`config.mk`:
```
export PLATFORM = sky130hd
export DESIGN_NAME = apb_bus_top
export DESIGN_NICKNAME = d
export VERILOG_FILES = /design/src/rtl/apb_bus_pkg.sv /design/src/rtl/bus_req_queue.sv /design/src/rtl/apb_bridge.sv /design/src/rtl/apb_reg_slave.sv /design/src/rtl/apb_resp_select.sv /design/src/rtl/apb_bus_top.sv
export SDC_FILE = /design/constraint.sdc
export NUM_CORES = 2
export LEC_CHECK = 0
export BUFFER_PORTS_ARGS = -buffer_cell sky130_fd_sc_hd__buf_2
export CORE_MARGIN = 3
export CORE_UTILIZATION = 25
export CTS_BUF_LIST = sky130_fd_sc_hd__clkbuf_4 sky130_fd_sc_hd__clkbuf_8
export CTS_CLUSTER_SIZE = 40
export DETAILED_ROUTE_END_ITERATION = 10
export PLACE_DENSITY = 0.38
export RECOVER_POWER = 100
export SLEW_MARGIN = 20
export SYNTH_ARGS = -nofsm -noshare
export SYNTH_HDL_FRONTEND = slang
export SYNTH_SLANG_ARGS = --single-unit
```
`constraint.sdc`:
```
create_clock -name i_clk -period 13.3 [get_ports i_clk]
set_input_delay 1.33 -clock i_clk [delete_from_list [all_inputs] [get_ports i_clk]]
set_output_delay 1.33 -clock i_clk [all_outputs]
set_load 0.01 [all_outputs]
```
`src/rtl/apb_bus_pkg.sv`:
```
`default_nettype none

package apb_bus_pkg;

    // System bus side
    localparam int ADDR_BITS     = 32;
    localparam int BUS_DATA_BITS = 64;
    localparam int BUS_STRB_BITS = BUS_DATA_BITS / 8;

    // APB side carries one 32-bit lane per transfer
    localparam int APB_DATA_BITS = 32;
    localparam int APB_STRB_BITS = APB_DATA_BITS / 8;

    // Each slave owns a 4 KiB region indexed by addr[31:12]
    localparam int SLV_REGION_BITS = 12;

    // Single request from the system bus
    typedef struct packed {
        logic [ADDR_BITS-1:0]     addr;
        logic [7:0]               size;     // 4 or 8 bytes
        logic                     write;
        logic [BUS_DATA_BITS-1:0] wdata;
        logic [BUS_STRB_BITS-1:0] wstrb;
        logic                     last;     // Low marks a burst beat
    } bus_req_t;

    typedef struct packed {
        logic [BUS_DATA_BITS-1:0] rdata;
        logic                     err;
    } bus_resp_t;

    // Master to slave
    typedef struct packed {
        logic [ADDR_BITS-1:0]     paddr;
        logic                     pwrite;
        logic [APB_DATA_BITS-1:0] pwdata;
        logic [APB_STRB_BITS-1:0] pstrb;
        logic                     psel;
        logic                     penable;
    } apb_in_t;

    // Slave to master
    typedef struct packed {
        logic [APB_DATA_BITS-1:0] prdata;
        logic                     pready;
        logic                     pslverr;
    } apb_out_t;

    // Answer of the unmapped default slave
    localparam apb_out_t APB_OUT_UNMAPPED = '{
        prdata:  '1,
        pready:  1'b1,
        pslverr: 1'b1
    };

endpackage

`default_nettype wire

```
`src/rtl/bus_req_queue.sv`:
```
`default_nettype none

module bus_req_queue (
    input  wire logic                  i_clk,
    input  wire logic                  i_nrst,
    input  wire apb_bus_pkg::bus_req_t i_req,
    input  wire logic                  i_req_valid,
    output logic                       o_req_ready,
    output apb_bus_pkg::bus_req_t      o_req,
    output logic                       o_req_valid,
    input  wire logic                  i_req_ready
);
    import apb_bus_pkg::*;

    bus_req_t   mem [2];
    logic       wr_ptr;
    logic       rd_ptr;
    logic [1:0] count;
    logic       push;
    logic       pop;

    assign o_req_ready = (count != 2'd2);   // Low only when both slots hold a request
    assign o_req_valid = (count != 2'd0);
    assign o_req       = mem[rd_ptr];

    assign push = i_req_valid && o_req_ready;
    assign pop  = o_req_valid && i_req_ready;

    always_ff @(posedge i_clk or negedge i_nrst) begin
        if (!i_nrst) begin
            wr_ptr <= 1'b0;
            rd_ptr <= 1'b0;
            count  <= 2'd0;
        end else begin
            if (push) begin
                wr_ptr <= ~wr_ptr;
            end
            if (pop) begin
                rd_ptr <= ~rd_ptr;
            end
            case ({push, pop})
                2'b10:   count <= count + 2'd1;
                2'b01:   count <= count - 2'd1;
                default: count <= count;        // Idle, or push and pop together
            endcase
        end
    end

    // Storage slots
    always_ff @(posedge i_clk) begin
        if (push) begin
            mem[wr_ptr] <= i_req;
        end
    end

    // A push lands on a free slot and never on the held head
    a_no_push_full: assert property (
        @(posedge i_clk) disable iff (!i_nrst)
        push |-> (((count == 2'd0) && (wr_ptr == rd_ptr))
                  || ((count == 2'd1) && (wr_ptr != rd_ptr)))
    ) else $error("Request pushed into a full queue");

    // Head must hold still while the bridge stalls
    a_out_stable: assert property (
        @(posedge i_clk) disable iff (!i_nrst)
        (o_req_valid && !i_req_ready) |=> (o_req_valid && $stable(o_req))
    ) else $error("Queue output changed while stalled");

endmodule

`default_nettype wire

```
`src/rtl/apb_bridge.sv`:
```
`default_nettype none

module apb_bridge #(
    parameter int P_NSLV = 4
) (
    input  wire logic                   i_clk,
    input  wire logic                   i_nrst,
    input  wire apb_bus_pkg::bus_req_t  i_req,
    input  wire logic                   i_req_valid,
    output logic                        o_req_ready,
    output apb_bus_pkg::apb_in_t        o_apbi,
    output logic [P_NSLV-1:0]           o_psel,
    output logic [$clog2(P_NSLV+1)-1:0] o_sel_idx,
    input  wire apb_bus_pkg::apb_out_t  i_apbo,
    output apb_bus_pkg::bus_resp_t      o_resp,
    output logic                        o_resp_valid,
    input  wire logic                   i_resp_ready
);
    import apb_bus_pkg::*;

    localparam int IDX_W = $clog2(P_NSLV + 1);

    typedef enum logic [1:0] {
        ST_IDLE,
        ST_SETUP,
        ST_ACCESS,
        ST_DONE
    } state_t;

    state_t                               state;
    logic                                 psel_r;
    logic                                 penable_r;
    logic                                 pwrite_r;
    logic                                 beat_two;     // Second lane still to go
    logic                                 err_r;
    logic [IDX_W-1:0]                     sel_idx_r;
    logic [IDX_W-1:0]                     dec_idx;
    logic [ADDR_BITS-1:0]                 paddr_r;
    logic [APB_DATA_BITS-1:0]             pwdata_r;
    logic [APB_DATA_BITS-1:0]             wdata_hi;
    logic [APB_STRB_BITS-1:0]             pstrb_r;
    logic [APB_STRB_BITS-1:0]             wstrb_hi;
    logic [BUS_DATA_BITS-1:0]             rdata_r;
    logic [ADDR_BITS-SLV_REGION_BITS-1:0] region;
    logic                                 req_fire;
    logic                                 xfer_done;

    // Region number past the map selects the default slave
    assign region  = i_req.addr[ADDR_BITS-1:SLV_REGION_BITS];
    assign dec_idx = (region < P_NSLV) ? IDX_W'(region) : IDX_W'(P_NSLV);

    assign o_req_ready  = (state == ST_IDLE);
    assign o_resp_valid = (state == ST_DONE);
    assign req_fire     = i_req_valid && o_req_ready;
    assign xfer_done    = (state == ST_ACCESS) && i_apbo.pready;

    always_ff @(posedge i_clk or negedge i_nrst) begin
        if (!i_nrst) begin
            state     <= ST_IDLE;
            psel_r    <= 1'b0;
            penable_r <= 1'b0;
            pwrite_r  <= 1'b0;
            beat_two  <= 1'b0;
            err_r     <= 1'b0;
            sel_idx_r <= IDX_W'(P_NSLV);
        end else begin
            case (state)
                ST_IDLE: begin
                    if (req_fire) begin
                        sel_idx_r <= dec_idx;
                        pwrite_r  <= i_req.write;
                        beat_two  <= (i_req.size > 8'd4);
                        if (!i_req.last) begin
                            // Bursts are refused without touching APB
                            err_r <= 1'b1;
                            state <= ST_DONE;
                        end else begin
                            err_r  <= 1'b0;
                            psel_r <= 1'b1;
                            state  <= ST_SETUP;
                        end
                    end
                end
                ST_SETUP: begin
                    penable_r <= 1'b1;
                    state     <= ST_ACCESS;
                end
                ST_ACCESS: begin
                    if (i_apbo.pready) begin
                        penable_r <= 1'b0;
                        err_r     <= err_r | i_apbo.pslverr;
                        if (beat_two) begin
                            beat_two <= 1'b0;
                            state    <= ST_SETUP;   // psel stays high
                        end else begin
                            psel_r   <= 1'b0;
                            pwrite_r <= 1'b0;
                            state    <= ST_DONE;
                        end
                    end
                end
                ST_DONE: begin
                    if (i_resp_ready) begin
                        state <= ST_IDLE;
                    end
                end
                default: state <= ST_IDLE;
            endcase
        end
    end

    // Address, lane data and collected read data
    always_ff @(posedge i_clk) begin
        if (req_fire) begin
            paddr_r  <= {i_req.addr[ADDR_BITS-1:2], 2'b00};
            wdata_hi <= i_req.wdata[BUS_DATA_BITS-1:APB_DATA_BITS];
            wstrb_hi <= i_req.wstrb[BUS_STRB_BITS-1:APB_STRB_BITS];
            rdata_r  <= i_req.last ? '0 : '1;
            if (i_req.addr[2]) begin
                pwdata_r <= i_req.wdata[BUS_DATA_BITS-1:APB_DATA_BITS];
                pstrb_r  <= i_req.wstrb[BUS_STRB_BITS-1:APB_STRB_BITS];
            end else begin
                pwdata_r <= i_req.wdata[APB_DATA_BITS-1:0];
                pstrb_r  <= i_req.wstrb[APB_STRB_BITS-1:0];
            end
        end else if (xfer_done) begin
            if (paddr_r[2]) begin
                rdata_r[BUS_DATA_BITS-1:APB_DATA_BITS] <= i_apbo.prdata;
            end else begin
                rdata_r[APB_DATA_BITS-1:0] <= i_apbo.prdata;
            end
            if (beat_two) begin
                paddr_r  <= paddr_r + ADDR_BITS'(4);
                pwdata_r <= wdata_hi;
                pstrb_r  <= wstrb_hi;
            end
        end
    end

    // Only the addressed slave sees psel
    always_comb begin
        o_psel = '0;
        for (int i = 0; i < P_NSLV; i++) begin
            if (sel_idx_r == IDX_W'(i)) begin
                o_psel[i] = psel_r;
            end
        end
    end

    assign o_apbi = '{
        paddr:   paddr_r,
        pwrite:  pwrite_r,
        pwdata:  pwdata_r,
        pstrb:   pstrb_r,
        psel:    psel_r,
        penable: penable_r
    };
    assign o_sel_idx = sel_idx_r;
    assign o_resp    = '{rdata: rdata_r, err: err_r};

    a_penable_psel: assert property (
        @(posedge i_clk) disable iff (!i_nrst)
        o_apbi.penable |-> o_apbi.psel
    ) else $error("penable high without psel");

    a_paddr_stable: assert property (
        @(posedge i_clk) disable iff (!i_nrst)
        (o_apbi.penable && !i_apbo.pready) |=> $stable(o_apbi.paddr)
    ) else $error("paddr changed during an access phase");

endmodule

`default_nettype wire

```
`src/rtl/apb_reg_slave.sv`:
```
`default_nettype none

module apb_reg_slave #(
    parameter int P_NREGS = 16,
    parameter int P_WAIT  = 1
) (
    input  wire logic                  i_clk,
    input  wire logic                  i_nrst,
    input  wire apb_bus_pkg::apb_in_t  i_apbi,
    input  wire logic                  i_psel,
    output apb_bus_pkg::apb_out_t      o_apbo
);
    import apb_bus_pkg::*;

    localparam int OFF_W  = SLV_REGION_BITS - 2;
    localparam int WAIT_W = (P_WAIT > 0) ? $clog2(P_WAIT + 1) : 1;

    logic [APB_DATA_BITS-1:0] regs [P_NREGS];
    logic [WAIT_W-1:0]        wait_cnt;
    logic [OFF_W-1:0]         word_off;
    logic [APB_DATA_BITS-1:0] rd_word;
    logic                     access;
    logic                     ready;
    logic                     bad_off;
    logic                     wr_en;

    assign access   = i_psel && i_apbi.psel && i_apbi.penable;
    assign ready    = access && (wait_cnt == WAIT_W'(P_WAIT));
    assign word_off = i_apbi.paddr[SLV_REGION_BITS-1:2];   // Word offset inside the region
    assign bad_off  = (word_off >= P_NREGS);
    assign wr_en    = ready && i_apbi.pwrite && !bad_off;

    // Counts access cycles until pready
    always_ff @(posedge i_clk or negedge i_nrst) begin
        if (!i_nrst) begin
            wait_cnt <= '0;
        end else if (!access || ready) begin
            wait_cnt <= '0;
        end else begin
            wait_cnt <= wait_cnt + WAIT_W'(1);
        end
    end

    always_ff @(posedge i_clk or negedge i_nrst) begin
        if (!i_nrst) begin
            for (int r = 0; r < P_NREGS; r++) begin
                regs[r] <= '0;
            end
        end else if (wr_en) begin
            for (int r = 0; r < P_NREGS; r++) begin
                if (word_off == OFF_W'(r)) begin
                    for (int b = 0; b < APB_STRB_BITS; b++) begin
                        if (i_apbi.pstrb[b]) begin
                            regs[r][8*b +: 8] <= i_apbi.pwdata[8*b +: 8];
                        end
                    end
                end
            end
        end
    end

    // No match past P_NREGS, so a bad offset reads as zero
    always_comb begin
        rd_word = '0;
        for (int r = 0; r < P_NREGS; r++) begin
            if (word_off == OFF_W'(r)) begin
                rd_word = regs[r];
            end
        end
    end

    assign o_apbo = '{
        prdata:  (access && !i_apbi.pwrite) ? rd_word : '0,
        pready:  ready,
        pslverr: ready && bad_off
    };

endmodule

`default_nettype wire

```
`src/rtl/apb_resp_select.sv`:
```
`default_nettype none

module apb_resp_select #(
    parameter int P_NSLV = 4
) (
    input  wire apb_bus_pkg::apb_out_t  i_apbo_arr [P_NSLV],
    input  wire logic [$clog2(P_NSLV+1)-1:0] i_sel_idx,
    output apb_bus_pkg::apb_out_t       o_apbo
);
    import apb_bus_pkg::*;

    localparam int IDX_W = $clog2(P_NSLV + 1);

    // Default slave answers unless a mapped index matches
    always_comb begin
        o_apbo = APB_OUT_UNMAPPED;
        for (int i = 0; i < P_NSLV; i++) begin
            if (i_sel_idx == IDX_W'(i)) begin
                o_apbo = i_apbo_arr[i];
            end
        end
    end

    // Indexes above the default slave name nothing
    always_comb begin
        a_sel_range: assert (i_sel_idx <= IDX_W'(P_NSLV))
            else $error("Slave index %0d past the default slave", i_sel_idx);
    end

endmodule

`default_nettype wire

```
`src/rtl/apb_bus_top.sv`:
```
`default_nettype none

module apb_bus_top #(
    parameter int P_NSLV  = 4,
    parameter int P_NREGS = 16,
    parameter int P_WAIT  = 1
) (
    input  wire logic                   i_clk,
    input  wire logic                   i_nrst,
    input  wire apb_bus_pkg::bus_req_t  i_req,
    input  wire logic                   i_req_valid,
    output logic                        o_req_ready,
    output apb_bus_pkg::bus_resp_t      o_resp,
    output logic                        o_resp_valid,
    input  wire logic                   i_resp_ready
);
    import apb_bus_pkg::*;

    localparam int IDX_W = $clog2(P_NSLV + 1);

    bus_req_t         q_req;        // Queue head
    logic             q_valid;
    logic             q_ready;
    apb_in_t          apbi;         // Shared by all slaves
    logic [P_NSLV-1:0] psel;
    logic [IDX_W-1:0] sel_idx;
    apb_out_t         apbo_arr [P_NSLV];
    apb_out_t         apbo_sel;

    bus_req_queue u_queue (
        .i_clk       (i_clk),
        .i_nrst      (i_nrst),
        .i_req       (i_req),
        .i_req_valid (i_req_valid),
        .o_req_ready (o_req_ready),
        .o_req       (q_req),
        .o_req_valid (q_valid),
        .i_req_ready (q_ready)
    );

    apb_bridge #(.P_NSLV(P_NSLV)) u_bridge (
        .i_clk        (i_clk),
        .i_nrst       (i_nrst),
        .i_req        (q_req),
        .i_req_valid  (q_valid),
        .o_req_ready  (q_ready),
        .o_apbi       (apbi),
        .o_psel       (psel),
        .o_sel_idx    (sel_idx),
        .i_apbo       (apbo_sel),
        .o_resp       (o_resp),
        .o_resp_valid (o_resp_valid),
        .i_resp_ready (i_resp_ready)
    );

    for (genvar g = 0; g < P_NSLV; g++) begin : g_slv
        apb_reg_slave #(.P_NREGS(P_NREGS), .P_WAIT(P_WAIT)) u_slave (
            .i_clk  (i_clk),
            .i_nrst (i_nrst),
            .i_apbi (apbi),
            .i_psel (psel[g]),
            .o_apbo (apbo_arr[g])
        );
    end

    apb_resp_select #(.P_NSLV(P_NSLV)) u_select (
        .i_apbo_arr (apbo_arr),
        .i_sel_idx  (sel_idx),
        .o_apbo     (apbo_sel)
    );

endmodule

`default_nettype wire

```
# Word level (Yosys, flattened, before mapping)
# Memory sizes are Yosys's and may differ from the RTL's.
# Cells that the tools add are included.
[word_totals] input_bits=118 ram_bits=228 out_inout_bits=67 reg_bits=2234 mem_count=1 word_cells=760
[classes] n_reduce_logical=317 add_sub_neg=7 eq_ne=30 n_lt_le_gt_ge=3 bitwise_logic=3 mux=121
[memory_table] memory="u_queue.mem" depth=2 word_bits=114 read_ports=1 rd_clocked_by_memory_dff=0 wr=1 line_no="bus_req_queue.sv:15" text="bus_req_t mem [2];"
[op_table] operator="$mux W32" count=77
[op_table] operator="$reduce_and A3 Y1" count=258
[op_table] operator="$mux W64" count=3
[op_table] operator="$mux W34" count=4
[op_table] operator="$eq A10 B4 Y1 const B" count=8
[op_table] operator="$eq A10 B3 Y1 const B" count=4
[op_table] operator="$add A32 B3 Y32 const B" count=1
[op_table] operator="$logic_and A1 B1 Y1" count=31
[op_table] operator="$eq A10 B2 Y1 const B" count=2
[op_table] operator="$lt A20 B3 Y1 const B" count=1
[op_table] operator="$mux W1" count=20
[op_table] operator="$mux W4" count=4
[op_table] operator="$reduce_bool A2 Y1" count=7
[op_table] operator="$reduce_and A2 Y1" count=6
[op_table] operator="$eq A10 B1 Y1 const B" count=1
[op_table] operator="$ge A10 B5 Y1 const B" count=1
[op_table] operator="$logic_not A10 Y1" count=1
[op_table] operator="$mux W2" count=5
[op_table] operator="$pmux W1 S2" count=5
[op_table] operator="$gt A8 B3 Y1 const B" count=1
[op_table] operator="$ne A2 B2 Y1 const B" count=4
[op_table] operator="$pmux W2 S4" count=1
[op_table] operator="$eq A2 B2 Y1 const B" count=3
[op_table] operator="$eq A3 B2 Y1 const B" count=2
[op_table] operator="16 further kinds" count=31

# Logic depth before layout (Yosys ltp)
[depth] ltp_word=25 depth_mapped=16 mapped_depth_nobuf=10

# Hierarchy
# A second synthesis with hierarchy kept.
[hier_totals] hier_cells=8661 area_unflattened_um2=114897.7
[by_module_without_submodules] module="apb_reg_slave" n_inst=4 seq_area_each_um2=12837.3 cells_per_inst=1895 area_each_um2=24397.1
[by_module_without_submodules] module="bus_req_queue" n_inst=1 seq_area_each_um2=6946.7 cells_per_inst=372 area_each_um2=8619.5
[by_module_without_submodules] module="apb_bridge" n_inst=1 seq_area_each_um2=5236.3 cells_per_inst=590 area_each_um2=7494.7
[by_module_without_submodules] module="apb_resp_select" n_inst=1 seq_area_each_um2=0.0 cells_per_inst=119 area_each_um2=1194.9

# Least setup slack after synthesis
# OpenSTA, ideal clock, no wires.
[synth_path] path_type="input to register" from="input i_req_valid" to="memory u_queue.mem[0][0] (netlist bit), enable pin" stages=2 required_time_ns=12.716 slack_ns=6.631 arrival_time_ns=6.084 n_path_buf=0 cell_sequence="nand2_1 nor2_1"
[synth_via] elab_chain_cells=3
[synth_lines] element="start, declared" line_no="apb_bus_top.sv:11" text="input wire logic i_req_valid,"
[synth_lines] element="$logic_and A1 B1 Y1" line_no="bus_req_queue.sv:26" text="assign push = i_req_valid && o_req_ready;"
[synth_lines] element="$mux W1" line_no="bus_req_queue.sv:51" text="if (push) begin"
[synth_lines] element="$mux W1 (implied by the code)" line_no="bus_req_queue.sv:52" text="mem[wr_ptr] <= i_req;"
[synth_lines] element="end, declared" line_no="bus_req_queue.sv:15"
# No other way between the ends.

# Worst setup path in the final report
[layout_path] from="register u_bridge.paddr_r[3]" to="register u_bridge.rdata_r[15], data pin"
[layout_via] elab_chain_cells=25 elab_cells_between_ends=91 cone_classes="15 x eq/ne; 75 x mux; 1 x reduce/logical"
[layout_lines] element="start, declared" line_no="apb_bridge.sv:38" text="logic [ADDR_BITS-1:0] paddr_r;"
[layout_lines] element="start signal, assigned" line_no="apb_bridge.sv:115" text="paddr_r <= {i_req.addr[ADDR_BITS-1:2], 2'b00};"
[layout_lines] element="start signal, assigned" line_no="apb_bridge.sv:133" text="paddr_r <= paddr_r + ADDR_BITS'(4);"
[layout_lines] element="$logic_not A10 Y1" line_no="apb_reg_slave.sv:66" text="if (word_off == OFF_W'(r)) begin"
[layout_lines] element="$mux W32 (16 in a row)" line_no="apb_reg_slave.sv:66"
[layout_lines] element="$mux W32" line_no="apb_reg_slave.sv:73" text="prdata: (access && !i_apbi.pwrite) ? rd_word : '0,"
[layout_lines] element="$mux W34 (3 in a row)" line_no="apb_resp_select.sv:18" text="if (i_sel_idx == IDX_W'(i)) begin"
[layout_lines] element="$mux W34 (*)" line_no="apb_resp_select.sv:18"
[layout_lines] element="$mux W32 (*)" line_no="apb_bridge.sv:127" text="if (paddr_r[2]) begin"
[layout_lines] element="$mux W64 (*)" line_no="apb_bridge.sv:126" text="end else if (xfer_done) begin"
[layout_lines] element="$mux W64 (*)" line_no="apb_bridge.sv:114" text="if (req_fire) begin"
[layout_lines] element="end signal, assigned" line_no="apb_bridge.sv:118" text="rdata_r <= i_req.last ? '0 : '1;"
[layout_lines] element="end signal, assigned by index" line_no="apb_bridge.sv:128" text="rdata_r[BUS_DATA_BITS-1:APB_DATA_BITS] <= i_apbo.prdata;"
[layout_lines] element="end signal, assigned by index" line_no="apb_bridge.sv:130" text="rdata_r[APB_DATA_BITS-1:0] <= i_apbo.prdata;"
[layout_lines] element="end, declared" line_no="apb_bridge.sv:43" text="logic [BUS_DATA_BITS-1:0] rdata_r;"
# Mark *: on every way between the ends. The rest lies on a longest branch, timed or not. The select of a mux whose other input is x is not followed.
# A chain may end at the register's enable or synchronous reset.

==> results.yml <==
power_and_ir_drop:
  pwr-share-comb: 0.270
  p_sw_mw: 8.41
  total_power_mw: 21.8
  power_density_mw_per_mm2: 172
  seqPwrFrac: 0.387
  power.share.switching: 0.386
  internal-power_mw: 13.4
  pwr-share-clk: 0.343
  vdd_ir_drop_max_uv: 169
  p_leak_nw: 55.8
layout:
  register_area_sq_mm: 0.0628
  syn_to_final_growth_pct: 15.1
  drive_gt1_frac: 0.347
  multi_input_area_sq_mm: 0.0444
  final.fill_count: 45019
  final_nets: 9097
die:
  num_rows: 243
  die_h_um: 670
  fp.dieW_um: 670
  start_util: 0.251
  core_area_sq_mm: 0.439
  pin_count: 185
  die_area_sq_mm: 0.449
logic_synthesis:
  ys_ff_latch: 2436
  ys_seq_area_frac: 0.570
  synthFlopType: "dfrtp_1"
  syn_nets: 8868
  synth_cell_type_count: 91
  synthArstFlopShare: 0.848
  ys.warnings.count: 0
  synth_edf_count: 370
  synth.avg_cell_area_sq_um: 12.6
  netlist_instances: 8745
  syn_area_sq_mm: 0.110
worst_setup_path:
  end_kind: "flip-flop"
  crit_fanout: 28
  worstPathArrival_ps: 10600
  crit_type: "flip-flop to flip-flop"
  startpoint: "u_bridge.paddr_r[3]$_DFFE_PP_"
  worstReg2RegStart: "u_bridge.paddr_r[3]$_DFFE_PP_"
  critical_path.startpoint_type: "flip-flop"
  required_ps: 14120
clock_tree:
  cts_tree: "done"
  cts_sinks: 2436
  post-cts-setup-buffers: 0
  clkLatencyLatePin_ps: 1140
  cts_buffers: 437
  clockRootBuffer: "clkbuf_8"
  clkSlewWorstSetupHoldPaths_ps: 60
  hold_buffers: 0
  htree_num_levels: 5
  cts.path.max_buffers: 4
  ctsResizeCount: 0
sta:
  hold_viol_final: 0
  rsz0062_at_grt: "no"
  relSlewSlack: -1.66
  finalMaxSlewViolations: 1545
  fmax_mhz: 102
  finalSetupViolCount: 0
  finalCritPeriodShare: 0.736
  worst_slew_pin_slew_ps: 3990
  timing.hold.ws_ps: 280
  finalCriticalPeriod_ps: 9780
  finClkSkew_ps: 77.3
  setup_tns_ps: 0
grt:
  grt_start_max_net_pins: 164
  grt_pass1_wl_mm: 694
  overflow: 0
  grt_usage: 0.218
  grt_pass1_vias: 83524
  grt_antenna_before_repair: 57
route:
  firstDrtPassIters: 6
  drc: 0
  wl_per_cell_um: 33.1
  drt_iter0_drc: 6852
  vias_per_cell: 5.26
  antenna_left: 0
  drt_wl_total_mm: 504
  num_vias: 80040
flow_run:
  maxCapViolCount: 36
placed_design:
  portBuffers: 182
  hpwl_mm: 332
  gp_congestion: 0.858
run_status:
  violations: "max-capacitance violations, max-slew violations"
  outcome: "complete, but fails checks"
worst_hold_path:
  hold_path_class: "input port to async pin"
[cell usage after synthesis (121+ instances only)]
library cell / count / share of area
nand2_1: 501 / 0.017
dfrtp_1: 2065 / 0.47
a221oi_1: 162 / 0.013
edfxtp_1: 370 / 0.10
o21ai_0: 452 / 0.021
mux2_2: 2065 / 0.21
o22ai_1: 127 / 0.0072
nor2_2: 224 / 0.013
nor2_1: 294 / 0.010
clkbuf_1: 472 / 0.016
a21oi_1: 379 / 0.017
a22oi_1: 121 / 0.0082
[per-layer routing]
metal	wire length [um]	vias to the layer above	track usage	share of wire
met3	31100	867	0.0374	0.062
li1	-	33216	-	-
met1	216000	43148	0.287	0.43
met4	21600	14	0.0842	0.043
met5	87	-	0	0.00017
met2	235000	2795	0.356	0.47
[cell usage in the layout (no fill, tap or decap), types with 48 or more instances in the layout]
cell type / n
o21ai_0: 449
a221o_1: 54
a31oi_1: 74
clkbuf_1: 181
dfrtp_1: 2065
edfxtp_1: 370
nand2_1: 499
nor3_1: 73
nand3_1: 89
clkbuf_4: 170
a21oi_1: 379
mux2_2: 2040
o22ai_1: 127
o211ai_1: 89
clkinv_2: 50
o21a_1: 48
clkbuf_8: 531
buf_4: 245
a22oi_1: 121
o221ai_1: 114
a221oi_1: 162
a211oi_1: 79
nor2_1: 511
mux2i_1: 49
[path summary, 6_finish.rpt]
check	end	slack (ps)	cells past startpoint
worst max-delay path	u_bridge.rdata_r[15]$_DFFE_PP_	3520	14
worst min-delay path	g_slv[2].u_slave.regs[463]$_DFFE_PN0P_	280	1
worst max register to register	u_bridge.rdata_r[15]$_DFFE_PP_	3520	14
worst min register to register	g_slv[3].u_slave.wait_cnt$_DFF_PN0_	450	1
max in group asynchronous	g_slv[0].u_slave.regs[509]$_DFFE_PN0P_	5930	4
min in group i_clk	u_queue.mem[0][29]$_DFFE_PP_	380	1
[power by group through the flow]
stage	clock, mW	sequential (mW)	combinational, mW
5_1_grt	8.02	8.48	6.14
2_1_floorplan	0	8.46	2.67
6_report	7.48	8.44	5.87
3_5_place_dp	0	8.55	5.93
3_3_place_gp	0	8.54	5.89
4_1_cts	7.69	8.42	5.94
[area by class of cell]
type	instances	share of cell area
Clock inverter	86	0.00402
Tap cell	5880	0.0580
Timing Repair Buffer	484	0.0242
Sequential cell	2436	0.495
Multi-Input combinational cell	5582	0.350
Antenna cell	23	0.000454
Clock buffer	701	0.0676
Inverter	33	0.00105
[stage by stage]
stage	utilization	setup WS [ps]	area [sq um]	std cells
after detailed placement	0.271	6910	119000	14414
after floorplan	-	6630	110000	8745
final	0.289	3520	127000	15225
after global placement	0.271	6990	119000	14414
after CTS	0.291	6870	128000	15201
after global routing	0.289	3530	127000	15205
[sequential cells by signal, summed over array words and instances, names as in the netlist]
register                cells
g_slv.u_slave.regs       2048
u_queue.mem               224
u_bridge.rdata_r           64
u_bridge.pwdata_r          32
u_bridge.wdata_hi          32
u_bridge.paddr_r           10
g_slv.u_slave.wait_cnt      4
u_bridge.pstrb_r            4
u_bridge.wstrb_hi           4
u_bridge.o_sel_idx          3
u_bridge.state              2
u_queue.count               2
u_bridge.beat_two           1
u_bridge.err_r              1
u_bridge.penable_r          1
u_bridge.psel_r             1
u_bridge.pwrite_r           1
u_queue.rd_ptr              1
u_queue.wr_ptr              1
[critical path, stage by stage (launching register included)]
cell,delay (ps)
edfxtp_1,500
inv_1,190
ha_4,440
buf_4,440
clkbuf_1,1520
nor2_1,630
clkbuf_1,610
nor3_4,250
clkbuf_1,1750
nor2_1,780
o21a_1,340
nor3_1,720
o21ai_0,370
and4b_1,300
o2111ai_1,540
[kinds of logic (layout without fill, tap and decap cells)]
group | after synthesis | after routing | synth area share
muxes | 2114 | 2114 | 0.215
adders and majority gates | 5 | 5 | 0.000567
buffers and inverters | 727 | 1304 | 0.0265
and+or+nand+nor | 1494 | 1494 | 0.0671
DFF | 2436 | 2436 | 0.570
other | 0 | 23 | 0
xor gates and xnor gates | 12 | 12 | 0.000953
AOI/OAI and AO/OA | 1957 | 1957 | 0.120
(Power assumes the default switching activity.)
